<file path="src/rtl/alioth_params.svh">
`ifndef ALIOTH_PARAMS_SVH
`define ALIOTH_PARAMS_SVH

// instruction memory size as a byte address width
`define ITCM_ADDR_WIDTH 8

// first fetch after reset
`define RESET_PC 32'h0000_0000

// the program parks in a loop through this address when it is done
`define PC_WRITE_TOHOST 32'h0000_0040

// separate arrivals at tohost that end a test
`define TOHOST_HITS 8

`endif

</file>
<file path="src/rtl/pipe_reg.sv">
`timescale 1ns/1ns

module pipe_reg #(
    parameter type payload_t = logic [31:0]
) (
    input  logic     clk,
    input  logic     rst_n,
    input  logic     hold,
    input  logic     flush,
    input  logic     in_valid,
    input  payload_t in_data,
    output logic     out_valid,
    output payload_t out_data
);

    always_ff @(posedge clk or negedge rst_n) begin
        if (!rst_n) begin
            out_valid <= 1'b0;
        end else if (flush) begin
            out_valid <= 1'b0; // squash the younger instruction
        end else if (!hold) begin
            out_valid <= in_valid;
        end
    end

    always_ff @(posedge clk) begin
        if (!hold) begin
            out_data <= in_data;
        end
    end

endmodule

</file>
<file path="config.mk">
export PLATFORM = sky130hd
export DESIGN_NAME = pipe_reg
export DESIGN_NICKNAME = d
export VERILOG_FILES = /design/src/rtl/alioth_params.svh /design/src/rtl/pipe_reg.sv
export SDC_FILE = /design/constraint.sdc
export NUM_CORES = 1
export LEC_CHECK = 0
export BUFFER_PORTS_ARGS = -buffer_cell sky130_fd_sc_hd__clkbuf_2
export CAP_MARGIN = 20
export CORE_MARGIN = 5
export CORE_UTILIZATION = 39
export CTS_CLUSTER_DIAMETER = 100
export CTS_CLUSTER_SIZE = 16
export DETAILED_ROUTE_END_ITERATION = 10
export GPL_ROUTABILITY_DRIVEN = 0
export PLACE_DENSITY = 0.86
export SLEW_MARGIN = 30
export SYNTH_ARGS = -nofsm -noshare
export SYNTH_HDL_FRONTEND = slang
export SYNTH_SLANG_ARGS = --single-unit
export TNS_END_PERCENT = 5
</file>
<file path="constraint.sdc">
create_clock -name clk -period 0.84 [get_ports clk]
set_clock_uncertainty 0.1 [all_clocks]
set_input_delay 0.168 -clock clk [delete_from_list [all_inputs] [get_ports clk]]
set_output_delay 0.168 -clock clk [all_outputs]
set_load 0.01 [all_outputs]
</file>
==> metrics <==
Worst slew margin 88.99%; Worst Setup End Kind output pin; synthesized cell area 0.001003 mm2; die area 0.003688 mm2; Starting Density 40.51%; CTS tree built; post-route insts no fill 179; crit-path max FO 1; TritonCTS buffer count 5; worst reg2reg endpoint out_valid; chip width 60.73 um; reg2reg start out_valid; Max Fclk 891.1 MHz; remaining global-route overflow 0; chip height 60.73 um; n_diodes 0; total iterations of the first detailed-routing run 2; failing checks negative hold slack, negative setup slack; VDD IR-drop max 1.256 mV; crit path buf inv count 1; fillers 153; period utilization 133.6%; RSZ-0062 raised after global routing yes; outcome finished, violations left; WP data required 0.57 ns; Seq/Total Area, Yosys 98.25%; DP Cell Count 137; I/O Buffers 69; vias in the first global route 781; ratio of cells with drive above 1 in the final layout 53.02%; first-pass GRT wire length 3.539 mm; aggregate global-route resource usage 14.50%; Final setup viols 41; start point of the critical path out_data[29]; CP endpoint out_data[29]; Setup Crit Path Kind flop to output pin; Period minus WS final 1.122 ns; post-route cell area 0.001812 mm2; Cells after Synth 36; Clock Latency Late Sink 0.31 ns; site row count 18; core area 0.002477 mm2; initial antenna violation count 0; critical path's top delay family flip-flops; Syn Area/Cell 27.87 um2; Final ANT Viol Nets 0; Clock Pin Slew Worst Setup and Hold Paths 0.09 ns; synth warn 0; largest net degree at the start of global routing 33; initial DRC count 12; R2R Setup Slk 0.05 ns; post-CTS setup buffers 0; Hold Vio Cnt, Final 1; vias per cell 4.151; CP Depth 1; clock sink count 33; max incr delay on CP 0.40 ns; Post-route DRC 0; Pwr Density 1771 mW/mm2; Layout area overhead 80.55%; crit-path cells clkbuf_2; drt total wl 2.553 mm; CTS max path bufs 2; commonest non-fill, non-tap cell in the layout clkbuf_2; # nets final 185; Top Ports 70; Arrival @ worst endpoint 0.85 ns; vias 743; Setup TNS -8.207 ns; post-detailed-route wirelength per cell 14.26 um; Slew Limit Fails 0; H-tree depth 2; most frequent cells in the layout clkbuf_2, dlygate4sd3_1, edfxtp_1, clkbuf_4, clkinv_2; FF-to-FF path depth 2; final core occ 73.13%; Seq cells post-synth 33; Syn Nets 73; max-cap violation count 0; hold_ws -0.001027 ns; HP Class input port to flop; smallest setup slack after layout -0.2822 ns; Worst-Margin Slew 0.1651 ns; Cell Area, Placed 0.001418 mm2; P_leak 0.0008184 uW; synth unique cells 5; CP max stage cell edfxtp_1; Root Buffer clkbuf_4; element type at the critical path start flop
==> cell families (layout without fill, tap and decap cells) <==
| kind of cell | Yosys count | in the layout | synth area share (%) |
|---|---|---|---|
| AND/OR/NAND/NOR | 1 | 1 | 0.3737 |
| buffers and inverters | 1 | 114 | 0.3737 |
| multiplexers | 1 | 1 | 0.9975 |
| flip-flops | 33 | 33 | 98.25 |
==> power breakdown <==
part,internal (uW),switching [uW],total (uW)
combinational,256,197,453
clock,318,456,775
sequential,1950,35.1,1980
total,2520,688,3210
==> sequential cells by signal (all words and copies together) (netlist names) <==
signal	flops
out_valid	1
out_data	32
==> stage by stage <==
stage	total power [uW]	setup WS [ns]	hold WS, ns
final	3208	-0.2822	-0.001027
after global routing	3378	-0.3330	0.01101
after global placement	2327	-0.1112	-0.1564
after floorplan	2115	-0.2203	-0.2276
after CTS	3249	-0.2824	-0.02169
after detailed placement	2343	-0.1273	-0.1540
==> cell type report <==
class	instances	area, um2	share of cell area (%)
Clock buffer	6	41.29	2.279
Inverter	1	7.507	0.4144
Sequential cell	33	985.9	54.42
Multi-Input combinational cell	2	13.76	0.7597
Clock inverter	2	10.01	0.5525
Tap cell	30	37.54	2.072
Timing Repair Buffer	105	715.7	39.50
==> worst min-delay path by stage <==
| stage | cells after the start | end | slack [ns] | startpoint |
|---|---|---|---|---|
| floorplan | 0 | out_valid | -0.23 | rst_n |
| global placement | 1 | out_valid | -0.16 | rst_n |
| detailed placement | 1 | out_valid | -0.15 | rst_n |
| CTS | 3 | out_valid | -0.02 | in_valid |
| global route | 3 | out_valid | 0.01 | in_valid |
| finish | 3 | out_valid | -0.001 | in_valid |
==> metal layers <==
| metal | up-vias | GRT usage [%] | part of all wire (%) |
|---|---|---|---|
| met3 | 0 | 6.596 | 15 |
| li1 | 365 | - | - |
| met1 | 330 | 14.37 | 34 |
| met4 | 0 | 5.573 | 0 |
| met5 | - | 0 | 0 |
| met2 | 48 | 26.26 | 51 |
==> cell usage after synthesis <==
cell | instances | area (um2)
mux2i_1 | 1 | 10.01
dfrtp_1 | 1 | 25.02
nor2_1 | 1 | 3.750
edfxtp_1 | 32 | 960.9
inv_1 | 1 | 3.750
==> repair_timing <==
action / CTS / global route
hold buffers: 34 / 0
gates resized for setup: 0 / 1
setup endpoints to repair: 33 / 35
hold endpoints to repair: 34 / 0
==> worst register-to-register path, delay by kind of cell, from the launching register on <==
| family | cells | cell delay (ns) |
|---|---|---|
| AND/OR/NAND/NOR | 1 | 0.05 |
| flip-flops | 1 | 0.40 |
| multiplexers | 1 | 0.14 |
No activity file was read; power rests on OpenSTA's default activity.
