### config.mk
export PLATFORM = sky130hd
export DESIGN_NAME = ifu
export DESIGN_NICKNAME = d
export VERILOG_FILES = /design/src/rtl/isa_pkg.sv /design/src/rtl/core_pkg.sv /design/src/rtl/ifu.sv
export VERILOG_INCLUDE_DIRS = /design/src /design/src/rtl
export SDC_FILE = /design/constraint.sdc
export NUM_CORES = 2
export LEC_CHECK = 0
export BUFFER_PORTS_ARGS = -buffer_cell sky130_fd_sc_hd__buf_4
export CORE_AREA = 2 2 487 489
export CTS_CLUSTER_SIZE = 40
export DETAILED_ROUTE_END_ITERATION = 8
export DIE_AREA = 0 0 489 491
export GPL_TIMING_DRIVEN = 1
export PLACE_DENSITY_LB_ADDON = 0.12
export SYNTH_ARGS = -nofsm -noshare
export SYNTH_HDL_FRONTEND = slang
export SYNTH_SLANG_ARGS = --single-unit
### constraint.sdc
create_clock -name clk -period 2.5 [get_ports clk]
set_input_delay 0.125 -clock clk [delete_from_list [all_inputs] [get_ports clk]]
set_output_delay 0.125 -clock clk [all_outputs]
set_load 0.1 [all_outputs]
### src/rtl/alioth_params.svh
`ifndef ALIOTH_PARAMS_SVH
`define ALIOTH_PARAMS_SVH

// instruction memory size as a byte address width
`define ITCM_ADDR_WIDTH 8

// first fetch after reset
`define RESET_PC 32'h0000_0000

// the program parks in a loop through this address when it is done
`define PC_WRITE_TOHOST 32'h0000_0040

// separate arrivals at tohost that end a test
`define TOHOST_HITS 8

`endif

### src/rtl/isa_pkg.sv
package isa_pkg;

    // major opcodes of the supported subset
    localparam logic [6:0] OPC_LUI    = 7'b0110111;
    localparam logic [6:0] OPC_OP_IMM = 7'b0010011;
    localparam logic [6:0] OPC_OP     = 7'b0110011;
    localparam logic [6:0] OPC_BRANCH = 7'b1100011;
    localparam logic [6:0] OPC_JAL    = 7'b1101111;

    localparam logic [2:0] F3_ADD_SUB = 3'b000;
    localparam logic [2:0] F3_XOR     = 3'b100;
    localparam logic [2:0] F3_OR      = 3'b110;
    localparam logic [2:0] F3_AND     = 3'b111;
    localparam logic [2:0] F3_BEQ     = 3'b000;
    localparam logic [2:0] F3_BNE     = 3'b001;

    localparam logic [6:0] F7_BASE = 7'b0000000;
    localparam logic [6:0] F7_SUB  = 7'b0100000; // sub in the op group

    typedef enum logic [2:0] {
        ALU_ADD    = 3'd0,
        ALU_SUB    = 3'd1,
        ALU_AND    = 3'd2,
        ALU_OR     = 3'd3,
        ALU_XOR    = 3'd4,
        ALU_PASS_B = 3'd5  // lui takes operand b straight through
    } alu_op_e;

    // fixed fields of a 32-bit instruction word in R-type layout
    typedef struct packed {
        logic [6:0] funct7;
        logic [4:0] rs2;
        logic [4:0] rs1;
        logic [2:0] funct3;
        logic [4:0] rd;
        logic [6:0] opcode;
    } instr_fields_t;

endpackage

### src/rtl/core_pkg.sv
package core_pkg;

    // fetch to decode
    typedef struct packed {
        logic [31:0] pc;
        logic [31:0] instr;
    } fetch_pkt_t;

    // decode to execute with operands already read
    typedef struct packed {
        logic [31:0]      pc;
        logic [31:0]      rs1_val;
        logic [31:0]      rs2_val;
        logic [31:0]      imm;
        logic [4:0]       rd;
        isa_pkg::alu_op_e alu_op;
        logic             reg_we;
        logic             use_imm;   // operand b is the immediate
        logic             is_branch;
        logic             branch_ne; // bne rather than beq
        logic             is_jal;
    } decode_pkt_t;

    // execute back to the regfile
    typedef struct packed {
        logic        en;
        logic [4:0]  rd;
        logic [31:0] data;
    } wb_t;

endpackage

### src/rtl/ifu.sv
`timescale 1ns/1ns

`include "alioth_params.svh"

module ifu (
    input  logic                        clk,
    input  logic                        rst_n,
    input  logic                        run,
    input  logic                        load_en,
    input  logic [`ITCM_ADDR_WIDTH-1:0] load_addr,
    input  logic [31:0]                 load_data,
    input  logic                        redirect,
    input  logic [31:0]                 redirect_pc,
    output core_pkg::fetch_pkt_t        fetch,
    output logic                        fetch_valid,
    output logic [31:0]                 pc
);

    localparam int ITCM_DEPTH = 1 << (`ITCM_ADDR_WIDTH - 2); // words

    logic [31:0] itcm [0:ITCM_DEPTH-1];
    logic [31:0] instr_q; // word read for pc_q
    logic [31:0] pc_q;    // pc that was issued last cycle

    // program counter
    always_ff @(posedge clk or negedge rst_n) begin
        if (!rst_n) begin
            pc          <= `RESET_PC;
            fetch_valid <= 1'b0;
        end else if (run) begin
            if (redirect) begin
                pc <= redirect_pc;
            end else begin
                pc <= pc + 32'd4;
            end
            // word coming back now is on the wrong path
            fetch_valid <= !redirect;
        end
    end

    // instruction memory with its load port open even in reset
    always_ff @(posedge clk) begin
        if (load_en) begin
            itcm[load_addr[`ITCM_ADDR_WIDTH-1:2]] <= load_data;
        end
        if (run) begin
            instr_q <= itcm[pc[`ITCM_ADDR_WIDTH-1:2]];
            pc_q    <= pc;
        end
    end

    assign fetch.pc    = pc_q;
    assign fetch.instr = instr_q;

endmodule

==> metrics.txt <==
run status finished, violations left; violated checks negative setup slack; placeable core area about 230000 um^2; Most used DFF post-synth edfxtp_1; final worst path period need between 2 and 3 ns; maximum clock rate 370 MHz; max-slew violation count 0; synthesized area per cell approximately 22 um^2; cell-internal power 0.0652 W; Slowest Stage Delay on Critical Path roughly 0.5 ns; net switching fraction of the power around a quarter; die outline width around 490 um; number of H-tree levels 4; clock share of power a little under two fifths; clock latency on the worst-skew pair between 0.8 and 0.9 ns; count of final setup violators 23; Post-Layout Inst Area roughly 100000 um^2; cells along the critical path buf_12 > buf_12 > buf_4 > buf_16 > mux4_2 > mux4_2 > o22ai_4 > buf_6 > o2bb2ai_1; detail-routed via count per cell roughly 5.3; total negative slack -2.62 ns; fin util 43.6%; Crit. End Element register; Min Hold Slack around 0.092 ns; count of yosys warnings during synthesis 0; number of antenna-violating nets in the routed design 0; instance area at placement between 90000 and 100000 um^2; areal power density over the cells roughly 860 nW/um^2; global-route wire length before repair between 300 and 400 mm; standby leakage power roughly 33 nW; maximum vdd ir drop 0.605 mV; ratio of cells with drive above 1 in the final layout between 30% and 40%; height of the die about 490 um; proportion of synthesized chip area in sequential cells 78.5%; fraction of power consumed by combinational cells ~17%; count of clock tree sinks roughly 2.1k; final hold violation count 0; Critical-path top delay cell mux4_2; critical path peak fanout 6; clock buffers created by TritonCTS roughly 230; area leader, netlist edfxtp_1; measured slew at the worst slew-check pin 0.963 ns; post-route setup slack -0.202 ns; fraction of registers with async set or reset after synthesis about 1.5%; Critical Path Source Type register; Top Ports between 150 and 200; Post-Synthesis Net Count roughly 3.7k; clk slew on worst S/H paths ~0.060 ns; final clock period utilization by the worst path 108%; pin count of the biggest net entering global routing between 60 and 70; top cell type's share of synthesized area approximately 77%; number of buffers on the longest clock path 3; hold crit path type input pin to register; required time at the worst-slack endpoint a little over 3 ns; setup repair after global routing missed its margin yes; final non-filler cell total ~7.8k; number of distinct standard cells referenced by the synthesized netlist 71; leading cell types by total area after synthesis edfxtp_1, mux4_2, mux2i_1, dfrtp_1, mux2_2; cell total after placement 7224; post-detailed-route DRC marker count 0; Max-Slew Margin vs Limit between 30% and 40%; post-synthesis instance area 81900 um^2; proportion of power drawn by flip-flops and latches 45.9%; relative area change from synthesis to final layout 24.8%; Initial Util between 30% and 40%; root cell of the clock tree clkbuf_16; number of antenna violations at the first check in global routing 11; Final Wtd Congestion between 0.7 and 0.8; remaining global-route overflow 0; flip-flop and latch count after synthesis roughly 2.1k; number of enable flip-flop cells after synthesis 2112; First-pass DRT Iterations 7; Post-DP HPWL about 140 mm; Net count, final 4558; number of standard cells after synthesis 3663; Total Routed Length approximately 240 mm; number of placement rows roughly 180; vias in the first global route about 43k; Final Skew approximately 0.038 ns; arrival time of data at the critical path endpoint roughly 3.3 ns; CTS tree yes; net switching power of the design between 0.02 and 0.025 W; FF+latch area 64300 um^2; die area around 240000 um^2; multi-input gate area in the final layout between 15000 and 20000 um^2; number of inserted filler cells in the final layout around 20k; detailed router's first-iteration violation count a little over 4k; routed length per placed instance approximately 31 um; GRT Util Overall approximately a fifth; startpoint-to-endpoint class of the critical path register to register; total via count after detailed routing between 40k and 50k; buffers added on ports 171; max_cap viols 0
timing repair:
action / in CTS / in global routing
resized for setup: 170 / 92
hold endpoints to repair: 2254 / 0
buffers inserted: 49 / 29
cloned: 15 / 4
endpoints found under the setup margin: 35 / 37
pin swaps: 31 / 44
hold buffers: 93 / 0
layout make-up:
class	instances	share of cell area (%)
diodes	6	0.0147
clock buffers	271	5.69
clock inverters	147	1.37
inverters	8	0.0294
multi-input cells	1306	17.5
flip-flops and latches	2145	62.9
well taps	3150	3.86
repair buffers	794	8.66
worst max-delay path, delay by kind of cell, from the launching register on:
family,cells,cell delay (ns)
buffers and inverters,5,0.73
DFF,1,0.50
muxes,2,0.95
AOI/OAI and AO/OA,2,0.24
per-stage QoR:
stage / worst slack, ns / total power, W
after floorplan: -0.277 / 0.0487
after global placement: -0.781 / 0.0547
after detailed placement: -0.784 / 0.0547
after CTS: -0.192 / 0.0889
after global routing: -0.232 / 0.0912
final: -0.202 / 0.0882
sequential cells by signal, indices dropped and copies added, names as in the netlist:
signal and cells:
itcm 2048, instr_q 32, pc 32, pc_q 32, fetch_valid 1
routing by layer:
metal	part of all wire, %	wire length [um]	global-route usage (%)
met3	5.5	13400	3.52
met2	49	121000	33.6
met1	43	105000	27.6
met4	2.3	5550	4.74
met5	0.0045	11	0
kinds of logic (layout without fill, tap and decap cells):
group / count (synthesis) / after routing / synth area share [%]
multiplexers: 625 / 625 / 15.2
buffers and inverters: 212 / 1220 / 1.41
other: 0 / 6 / 0
AO/OA/AOI/OAI: 363 / 363 / 3.10
adder cells (fa/ha/maj): 1 / 1 / 0.0153
flip-flops: 2145 / 2145 / 78.5
AND/OR/NAND/NOR: 317 / 317 / 1.87
final timing paths:
check,cells after the start,end,startpoint,slack (ns)
worst max-delay path,9,instr_q[24]$_DFFE_PP_,pc[2]$_DFFE_PN0P_,-0.20
worst max register to register,9,instr_q[24]$_DFFE_PP_,pc[2]$_DFFE_PN0P_,-0.20
min in group asynchronous,4,pc[17]$_DFFE_PN0P_,rst_n,0.32
max in group asynchronous,4,pc[3]$_DFFE_PN0P_,rst_n,1.92
worst min register to register,0,pc_q[1]$_DFFE_PP_,pc[1]$_DFFE_PN0P_,0.51
worst min-delay path,4,pc[27]$_DFFE_PN0P_,redirect_pc[27],0.09
Yosys cell counts, drive strengths merged (4+ instances only):
| cell | number |
|---|---|
| o31a | 16 |
| nand3 | 40 |
| inv | 7 |
| mux2 | 48 |
| dfrtp | 33 |
| o31ai | 5 |
| o2bb2ai | 14 |
| buf | 143 |
| o21ai | 62 |
| edfxtp | 2112 |
| nand2b | 8 |
| nor3 | 48 |
| or3 | 5 |
| mux4 | 487 |
| a22oi | 31 |
| nor2 | 93 |
| or2 | 4 |
| nor2b | 10 |
| o22a | 16 |
| nand2 | 74 |
| a21oi | 53 |
| mux2i | 90 |
| o22ai | 65 |
| a32oi | 4 |
| a22o | 9 |
| and4 | 4 |
| clkbuf | 61 |
| nand4 | 9 |
| a221oi | 27 |
| o221ai | 35 |
power by group through the flow:
stage	sequential [W]	clock, W	combinational (W)
CTS	0.0406	0.0336	0.0147
finish	0.0405	0.0328	0.0149
floorplan	0.0429	0	0.00573
global placement	0.0414	0	0.0133
global route	0.0406	0.0350	0.0156
detailed placement	0.0413	0	0.0133
cell usage in the layout (no fill, tap or decap), types with 39 or more instances in the layout:
cell           Yosys  layout
o21ai_0           55      39
nor2_4             0      62
clkinv_1           1      62
edfxtp_1        2112    2112
a21oi_1           53      50
nand2_1           74      74
buf_4             45     485
o22ai_1           65      50
clkbuf_1          61      45
mux2_2            48      41
mux4_2           487     487
dlygate4sd3_1      0      92
mux2i_1           90      84
clkbuf_16          0     229
buf_12             0     147
Note: power is estimated with default switching activity, not from simulation.
