$ cat src/rtl/alioth_params.svh
`ifndef ALIOTH_PARAMS_SVH
`define ALIOTH_PARAMS_SVH

// instruction memory size as a byte address width
`define ITCM_ADDR_WIDTH 8

// first fetch after reset
`define RESET_PC 32'h0000_0000

// the program parks in a loop through this address when it is done
`define PC_WRITE_TOHOST 32'h0000_0040

// separate arrivals at tohost that end a test
`define TOHOST_HITS 8

`endif

$ cat src/rtl/isa_pkg.sv
package isa_pkg;

    // major opcodes of the supported subset
    localparam logic [6:0] OPC_LUI    = 7'b0110111;
    localparam logic [6:0] OPC_OP_IMM = 7'b0010011;
    localparam logic [6:0] OPC_OP     = 7'b0110011;
    localparam logic [6:0] OPC_BRANCH = 7'b1100011;
    localparam logic [6:0] OPC_JAL    = 7'b1101111;

    localparam logic [2:0] F3_ADD_SUB = 3'b000;
    localparam logic [2:0] F3_XOR     = 3'b100;
    localparam logic [2:0] F3_OR      = 3'b110;
    localparam logic [2:0] F3_AND     = 3'b111;
    localparam logic [2:0] F3_BEQ     = 3'b000;
    localparam logic [2:0] F3_BNE     = 3'b001;

    localparam logic [6:0] F7_BASE = 7'b0000000;
    localparam logic [6:0] F7_SUB  = 7'b0100000; // sub in the op group

    typedef enum logic [2:0] {
        ALU_ADD    = 3'd0,
        ALU_SUB    = 3'd1,
        ALU_AND    = 3'd2,
        ALU_OR     = 3'd3,
        ALU_XOR    = 3'd4,
        ALU_PASS_B = 3'd5  // lui takes operand b straight through
    } alu_op_e;

    // fixed fields of a 32-bit instruction word in R-type layout
    typedef struct packed {
        logic [6:0] funct7;
        logic [4:0] rs2;
        logic [4:0] rs1;
        logic [2:0] funct3;
        logic [4:0] rd;
        logic [6:0] opcode;
    } instr_fields_t;

endpackage

$ cat src/rtl/core_pkg.sv
package core_pkg;

    // fetch to decode
    typedef struct packed {
        logic [31:0] pc;
        logic [31:0] instr;
    } fetch_pkt_t;

    // decode to execute with operands already read
    typedef struct packed {
        logic [31:0]      pc;
        logic [31:0]      rs1_val;
        logic [31:0]      rs2_val;
        logic [31:0]      imm;
        logic [4:0]       rd;
        isa_pkg::alu_op_e alu_op;
        logic             reg_we;
        logic             use_imm;   // operand b is the immediate
        logic             is_branch;
        logic             branch_ne; // bne rather than beq
        logic             is_jal;
    } decode_pkt_t;

    // execute back to the regfile
    typedef struct packed {
        logic        en;
        logic [4:0]  rd;
        logic [31:0] data;
    } wb_t;

endpackage

$ cat src/rtl/exu.sv
`timescale 1ns/1ns

module exu (
    input  core_pkg::decode_pkt_t dec,
    input  logic                  dec_valid,
    input  logic                  run,
    output core_pkg::wb_t         wb,
    output logic                  redirect,
    output logic [31:0]           redirect_pc
);

    import isa_pkg::*;

    logic        live; // instruction retires this cycle
    logic [31:0] op_b;
    logic [31:0] alu_res;
    logic        taken;

    assign live = dec_valid && run;
    assign op_b = dec.use_imm ? dec.imm : dec.rs2_val;

    always_comb begin
        case (dec.alu_op)
            ALU_ADD:    alu_res = dec.rs1_val + op_b;
            ALU_SUB:    alu_res = dec.rs1_val - op_b;
            ALU_AND:    alu_res = dec.rs1_val & op_b;
            ALU_OR:     alu_res = dec.rs1_val | op_b;
            ALU_XOR:    alu_res = dec.rs1_val ^ op_b;
            ALU_PASS_B: alu_res = op_b;
            default:    alu_res = '0;
        endcase
    end

    // equality decides beq and branch_ne flips it for bne
    assign taken = dec.is_jal ||
                   (dec.is_branch && ((dec.rs1_val == dec.rs2_val) ^ dec.branch_ne));

    always_comb begin
        wb          = '0;
        redirect    = 1'b0;
        redirect_pc = '0;
        if (live) begin
            wb.en       = dec.reg_we;
            wb.rd       = dec.rd;
            wb.data     = dec.is_jal ? dec.pc + 32'd4 : alu_res;
            redirect    = taken;
            redirect_pc = dec.pc + dec.imm; // pc relative for both
        end
    end

endmodule

$ cat config.mk
export PLATFORM = sky130hd
export DESIGN_NAME = exu
export DESIGN_NICKNAME = d
export VERILOG_FILES = /design/src/rtl/alioth_params.svh /design/src/rtl/isa_pkg.sv /design/src/rtl/core_pkg.sv /design/src/rtl/exu.sv
export SDC_FILE = /design/constraint.sdc
export NUM_CORES = 1
export LEC_CHECK = 0
export ABC_AREA = 1
export BUFFER_PORTS_ARGS = -buffer_cell sky130_fd_sc_hd__buf_2
export CAP_MARGIN = 10
export CORE_MARGIN = 5
export CORE_UTILIZATION = 41
export DETAILED_ROUTE_END_ITERATION = 10
export GPL_TIMING_DRIVEN = 0
export PLACE_DENSITY_LB_ADDON = 0.1
export SYNTH_ARGS = -nofsm -noshare
export SYNTH_HDL_FRONTEND = slang
export SYNTH_SLANG_ARGS = --single-unit
$ cat constraint.sdc
create_clock -name vclk -period 4.7
set_input_delay 0.705 -clock vclk [all_inputs]
set_output_delay 0.705 -clock vclk [all_outputs]
set_load 0.1 [all_outputs]
==> results of run 1 <==
-- through the flow --
| step | instances | hold slack [ns] | cell area [µm²] | power [mW] | setup WS [ns] |
|---|---|---|---|---|---|
| after floorplan | 1692 | 1.702 | 9130 | 1.127 | 0.004375 |
| after global placement | 2185 | 1.854 | 10550 | 1.566 | -1.041 |
| after detailed placement | 2185 | 1.858 | 10550 | 1.576 | -1.008 |
| after CTS | 2222 | 1.859 | 11520 | 1.745 | -0.1063 |
| after global routing | 2233 | 1.863 | 12330 | 2.087 | -0.2027 |
| final | 2233 | 1.858 | 12330 | 1.942 | -0.03174 |
-- synth_stat cells, types with 17 or more instances --
library cell	n	area share (%)
sky130_fd_sc_hd__a221oi_1	23	2.2
sky130_fd_sc_hd__nand2_1	446	18
sky130_fd_sc_hd__inv_1	268	11
sky130_fd_sc_hd__nor4_1	17	1.2
sky130_fd_sc_hd__a21oi_1	126	6.9
sky130_fd_sc_hd__nand3_1	114	6.3
sky130_fd_sc_hd__ha_1	129	18
sky130_fd_sc_hd__nor3_1	28	1.5
sky130_fd_sc_hd__nand2_2	19	1.3
sky130_fd_sc_hd__o21ai_0	86	4.7
sky130_fd_sc_hd__nand4_1	25	1.7
sky130_fd_sc_hd__clkbuf_1	27	1.1
sky130_fd_sc_hd__xor2_1	61	5.9
sky130_fd_sc_hd__nor2_1	173	7.1
-- layout by cell type, fill, tap and decap left out, types with 32 or more instances in the layout --
| cell type | n |
|---|---|
| sky130_fd_sc_hd__xor2_1 | 53 |
| sky130_fd_sc_hd__a21oi_1 | 98 |
| sky130_fd_sc_hd__buf_2 | 188 |
| sky130_fd_sc_hd__ha_1 | 111 |
| sky130_fd_sc_hd__buf_4 | 51 |
| sky130_fd_sc_hd__nor2_1 | 131 |
| sky130_fd_sc_hd__inv_1 | 254 |
| sky130_fd_sc_hd__nor2_2 | 32 |
| sky130_fd_sc_hd__o21ai_0 | 64 |
| sky130_fd_sc_hd__nand2_1 | 393 |
| sky130_fd_sc_hd__nand2_2 | 61 |
| sky130_fd_sc_hd__nand3_1 | 81 |
-- routing by layer --
| layer | up-vias | wire [µm] | track usage, % |
|---|---|---|---|
| li1 | 6087 | - | - |
| met2 | 495 | 20790 | 56.12 |
| met1 | 5567 | 18230 | 40.60 |
| met3 | 115 | 2785 | 2.929 |
| met5 | - | 13 | 0 |
| met4 | 2 | 2208 | 11.83 |
-- report_power, final --
group | internal [mW] | leakage (nW) | switching (mW)
registers | 0 | 0 | 0
clock network | 0.0000000284 | 0.00000634 | 0
logic | 0.634 | 6.41 | 1.31
total | 0.634 | 6.41 | 1.31
-- path summary, 6_finish.rpt --
kind / start / endpoint / slack [ns]
max: dec[3] / wb[17] / -0.03
min: dec[9] / wb[33] / 1.86
-- cells by family after synthesis --
family                     Yosys count
adders and majority gates          131
buffers and inverters              313
and+or+nand+nor                    857
xor gates and xnor gates            76
AOI/OAI and AO/OA                  315
-- area by class of cell --
| type | instances | area, µm² | area share (%) |
|---|---|---|---|
| Timing Repair Buffer | 260 | 1734 | 14.07 |
| Tap cell | 280 | 350.3 | 2.842 |
| Multi-Input combinational cell | 1379 | 8950 | 72.60 |
| Inverter | 275 | 1040 | 8.435 |
| Buffer | 38 | 250.2 | 2.030 |
| Antenna cell | 1 | 2.502 | 0.02030 |
-- timing repair --
action	in CTS	in global routing
buffers inserted	37	10
pin swaps	43	75
setup endpoints to repair	30	27
gates resized for setup	198	192
-- critical path, stage by stage --
cell,delay (ns)
sky130_fd_sc_hd__buf_16,0.13
sky130_fd_sc_hd__buf_8,0.12
sky130_fd_sc_hd__nand2_4,0.05
sky130_fd_sc_hd__o21ai_4,0.07
sky130_fd_sc_hd__inv_2,0.08
sky130_fd_sc_hd__ha_4,0.15
sky130_fd_sc_hd__nand3_4,0.09
sky130_fd_sc_hd__nor2_4,0.10
sky130_fd_sc_hd__nand2_2,0.09
sky130_fd_sc_hd__nor2_4,0.18
sky130_fd_sc_hd__a31oi_2,0.12
sky130_fd_sc_hd__xor2_1,0.18
sky130_fd_sc_hd__ha_1,0.38
sky130_fd_sc_hd__nand2_2,0.17
sky130_fd_sc_hd__nor2_4,0.16
sky130_fd_sc_hd__nand2_1,0.09
sky130_fd_sc_hd__o21ai_4,0.23
sky130_fd_sc_hd__nand2_1,0.11
sky130_fd_sc_hd__nand3_1,0.09
sky130_fd_sc_hd__nand3_1,0.16
sky130_fd_sc_hd__nand3_2,0.13
sky130_fd_sc_hd__nand2_1,0.09
sky130_fd_sc_hd__nor2_4,0.15
sky130_fd_sc_hd__buf_12,0.19
==> Implementation_results.wiki, run 1 <==
{| class="wikitable"
! Metric !! Value
|-
| Outcome || finished with violations
|-
| Violated checks || negative setup slack
|-
| Data arrival, critical path || 4.03 ns
|-
| Average wire length per cell after detail routing || between 15 and 20 µm
|-
| Area of the die || approximately 0.025 mm²
|-
| Post-synthesis net count || 1966
|-
| Final Hold Vio Count || 0
|-
| Total Negative Setup Slacks || -0.09206 ns
|-
| Setup crit end kind || output pin
|-
| Worst setup slack after layout || -0.03174 ns
|-
| Std-Cell Rows || 54
|-
| Number of optimization iterations in the first detailed-route pass || 5
|-
| Fraction of the cycle the final worst path needs || 100.7%
|-
| Buffers added on ports || 213
|-
| Sequential standard cell area || 0 µm²
|-
| Number of antenna violations at the first check in global routing || 2
|-
| Total overflow reported by the global router || 0
|-
| Transition time at the pin with the least slew margin || slightly below 0.9 ns
|-
| Core area || 0.02182 mm²
|-
| IO Count || 214
|-
| Count of nets left with antenna violations after detail routing || 0
|-
| Chip width || roughly 160 µm
|-
| Minimum clock period || 4.732 ns
|-
| Mux share of post-synthesis cell area || 0%
|-
| Share of the synthesized area in compound gates (AO/OA/AOI/OAI) || 20.37%
|-
| Synth Area in XOR/XNOR || 7.408%
|-
| Via count of the first global-routing pass || 11.96k
|-
| Count of different cell masters after synthesis || 49
|-
| Post-Synth Simple-Gate Area || 40.39%
|-
| Highest fanout seen on the critical path || 7
|-
| Count of endpoints failing setup in the final report || 4
|-
| Average footprint of a synthesized cell || about 5.4 µm²
|-
| Endpoint required time on the critical path || 3.99 ns
|-
| Peak ir drop on the vdd network || 118.3 µV
|-
| Total number of sequential cells || 0
|-
| Final weighted congestion in routability-driven placement || 1.004
|-
| Initial cell density of the core || 41.64%
|-
| Maximum frequency from static timing analysis || between 0.2 and 0.25 GHz
|-
| Unrepaired setup endpoints after global routing || yes
|-
| Synth warnings || 0
|-
| Fraction of final layout cells sized beyond drive strength 1 || 28.23%
|-
| Count of nets after finishing || 2228
|-
| Height of the die || 158.9 µm
|-
| Hold depth || 4
|-
| Total of max-cap violations || 0
|-
| Power density over cell area || 157.6 mW/mm²
|-
| Nature of the critical path startpoint || input port
|-
| Avg Vias per Cell || 5.493
|-
| Pin count of the biggest net entering global routing || 11
|-
| Number of DRC markers in iteration 0 || 1083
|-
| Final max-slew violation count || 0
|-
| Post-detailed-placement half-perimeter wirelength || roughly 37 mm
|-
| Clock Buffer Count || 0
|-
| Path class of the lowest-slack min-delay path || input port to output pin
|-
| Global-route usage over all layers || 31.98%
|-
| Filler cells || 2354
|-
| Synth-to-Final Area Change || 35.66%
|-
| Final core utilization || 56.48%
|-
| Total routed wirelength || 44.02 mm
|-
| Dominant combinational cell family by area after synthesis || simple AND/OR/NAND/NOR gates
|-
| Slew HR || between 40 and 50%
|-
| Adder-cell share of the synthesized area || 18.20%
|-
| Number of vias in the routed layout || 12.27k
|-
| Cell area after technology mapping || ~0.0091 mm²
|-
| Share of synthesized area occupied by flip-flops and latches || 0%
|-
| Synthesized netlist cell count || 1692
|-
| First-pass GRT wire length || around 65 mm
|-
| Hold Buf Count CTS || 0
|-
| Critical path type || input port to output pin
|-
| Leak pwr || about 6.4 nW
|-
| Post-route DRC violation count || 0
|}
No activity file was read; power rests on OpenSTA's default activity.
==> run 2, diff against run 1 <==
Settings changed: CORE_MARGIN 5 to default.
==> run 2 against run 1 <==
Against the previous run:
- the run still ends with negative setup slack left
- non-clock buffer count grew 4
- via count grew 0.77%
- combinational power is essentially flat
- sequential share of layout area is the same
- power grew 1.5%
- first-iteration DRC count shrank 13%
- utilization grew 0.61 points
- global-route usage grew 4.7 points
- hold slack lost 0.0020 ns
- wire length shrank 1.3%
- maximum frequency grew 0.60%
==> Implementation_results.wiki, run 2 (same netlist as run 1, synthesis figures left out) <==
{| class="wikitable"
! Metric !! Value
|-
| Violated checks || negative setup slack
|-
| Data arrival, critical path || 4.00 ns
|-
| Number of vias in the routed layout || 12.36k
|-
| Overall Power || 1.971 mW
|-
| Peak ir drop on the vdd network || 107.5 µV
|-
| Count of nets left with antenna violations after detail routing || 0
|-
| Post-route DRC violation count || 0
|-
| Multi-input gate area in the final layout || 0.008971 mm²
|-
| Filler cells || 2306
|-
| Hold Buf Count CTS || 0
|-
| Total Negative Setup Slacks || -0.006712 ns
|-
| Count of nets after finishing || around 2.2k
|-
| Highest fanout seen on the critical path || 10
|-
| Power density over cell area || 158.7 mW/mm²
|-
| Average wire length per cell after detail routing || 19.43 µm
|-
| Chip width || 150.9 µm
|-
| Count of endpoints failing setup in the final report || 2
|-
| Clock Buffer Count || 0
|-
| Path class of the lowest-slack min-delay path || input port to output pin
|-
| Number of DRC markers in iteration 0 || ~940
|-
| Fraction of the cycle the final worst path needs || 100.1%
|-
| Final Hold Vio Count || 0
|-
| Total routed wirelength || 43.46 mm
|-
| IO Count || ~210
|-
| Post-detailed-placement half-perimeter wirelength || 36.46 mm
|-
| Synth-to-Final Area Change || 36.71%
|-
| Highest-count cells in the layout ignoring fill and taps || 392 x sky130_fd_sc_hd__nand2_1, 252 x sky130_fd_sc_hd__inv_1, 188 x sky130_fd_sc_hd__buf_2
|-
| Global-route usage over all layers || between 30% and 40%
|-
| Core area || roughly 0.022 mm²
|-
| Fraction of final layout cells sized beyond drive strength 1 || 28.78%
|-
| Maximum frequency from static timing analysis || ~0.21 GHz
|-
| Via count of the first global-routing pass || 11.36k
|-
| Total overflow reported by the global router || 0
|-
| Minimum clock period || 4.703 ns
|-
| Hold path startpoint || dec[12]
|-
| Number of optimization iterations in the first detailed-route pass || 5
|-
| Critical path type || input port to output pin
|-
| Initial cell density of the core || between 40% and 50%
|-
| Transition time at the pin with the least slew margin || 0.9660 ns
|-
| Post-placement worst setup slack || -0.9450 ns
|-
| Number of antenna violations at the first check in global routing || 3
|-
| Setup crit end kind || output pin
|-
| Std-Cell Rows || 54
|-
| Worst setup slack after layout || -0.003430 ns
|-
| Total of max-cap violations || 0
|-
| Most used cell along the critical path || sky130_fd_sc_hd__nand2_1
|-
| Worst Setup SP || dec[3]
|-
| Sequential standard cell area || 0 µm²
|-
| Crit-path max cell delay || 0.40 ns
|-
| Outcome || finished with violations
|-
| Pin count of the biggest net entering global routing || 11
|-
| Final max-slew violation count || 0
|-
| Final weighted congestion in routability-driven placement || approximately 1
|-
| Unrepaired setup endpoints after global routing || yes
|-
| Final core utilization || 57.10%
|-
| Most common cell after layout, fill and taps aside || sky130_fd_sc_hd__nand2_1
|-
| Buffers added on ports || 213
|-
| Nature of the critical path startpoint || input port
|-
| Worst hold slack || between 1.5 and 2 ns
|-
| Area of the die || ~0.023 mm²
|-
| Leak pwr || 6.500 nW
|-
| Height of the die || 150.9 µm
|-
| Endpoint required time on the critical path || 3.99 ns
|-
| Avg Vias per Cell || 5.526
|-
| Slowest library cell on the worst path || sky130_fd_sc_hd__ha_2
|-
| First-pass GRT wire length || 62.58 mm
|-
| Total number of sequential cells || 0
|-
| Slew HR || 35.60%
|}
==> run 2: cell type report <==
class	count	share of cell area, %
antenna	1	0.02015
inverter	275	8.370
buffer	38	1.984
timing repair buffer	264	14.59
multi-input combinational	1379	72.22
tap	280	2.820
==> run 2: where the power goes <==
| part | internal, mW | switching [mW] | leakage, nW |
|---|---|---|---|
| clock | 0.0000000284 | 0 | 0.00000634 |
| sequential | 0 | 0 | 0 |
| combinational | 0.653 | 1.32 | 6.50 |
==> run 2: path summary, 6_finish.rpt <==
path / endpoint / slack (ns) / cells after the start
setup / recovery: wb[29] / -0.003 / 25
hold / removal: wb[36] / 1.86 / 4
==> run 2: per-stage QoR <==
stage | instances | instance area [µm²]
2_1_floorplan | 1692 | 9130
3_3_place_gp | 2185 | 10550
3_5_place_dp | 2185 | 10550
4_1_cts | 2211 | 11440
5_1_grt | 2236 | 12420
6_report | 2237 | 12420
==> run 2: what timing repair did <==
action / 4_1_cts / 5_1_grt
gates resized for setup: 193 / 202
pin swaps: 48 / 99
setup buffers: 25 / 25
hold endpoints to repair: 0 / 0
endpoints found under the setup margin: 28 / 28
gates cloned: 1 / 0
==> run 2: critical path: cells and delay by family <==
kind	cells	cell delay (ns)
AOI/OAI and AO/OA	2	0.38
xor gates and xnor gates	1	0.09
adders and majority gates	1	0.40
buffers and inverters	7	0.74
and+or+nand+nor	14	1.65
==> run 2: routing by layer <==
metal | vias to the layer above | global-route usage, % | routed length, µm
met5 | - | 0 | 23
met4 | 4 | 16.60 | 2234
met3 | 103 | 3.795 | 2755
met2 | 487 | 63.49 | 20480
met1 | 5681 | 45.36 | 17960
li1 | 6086 | - | -
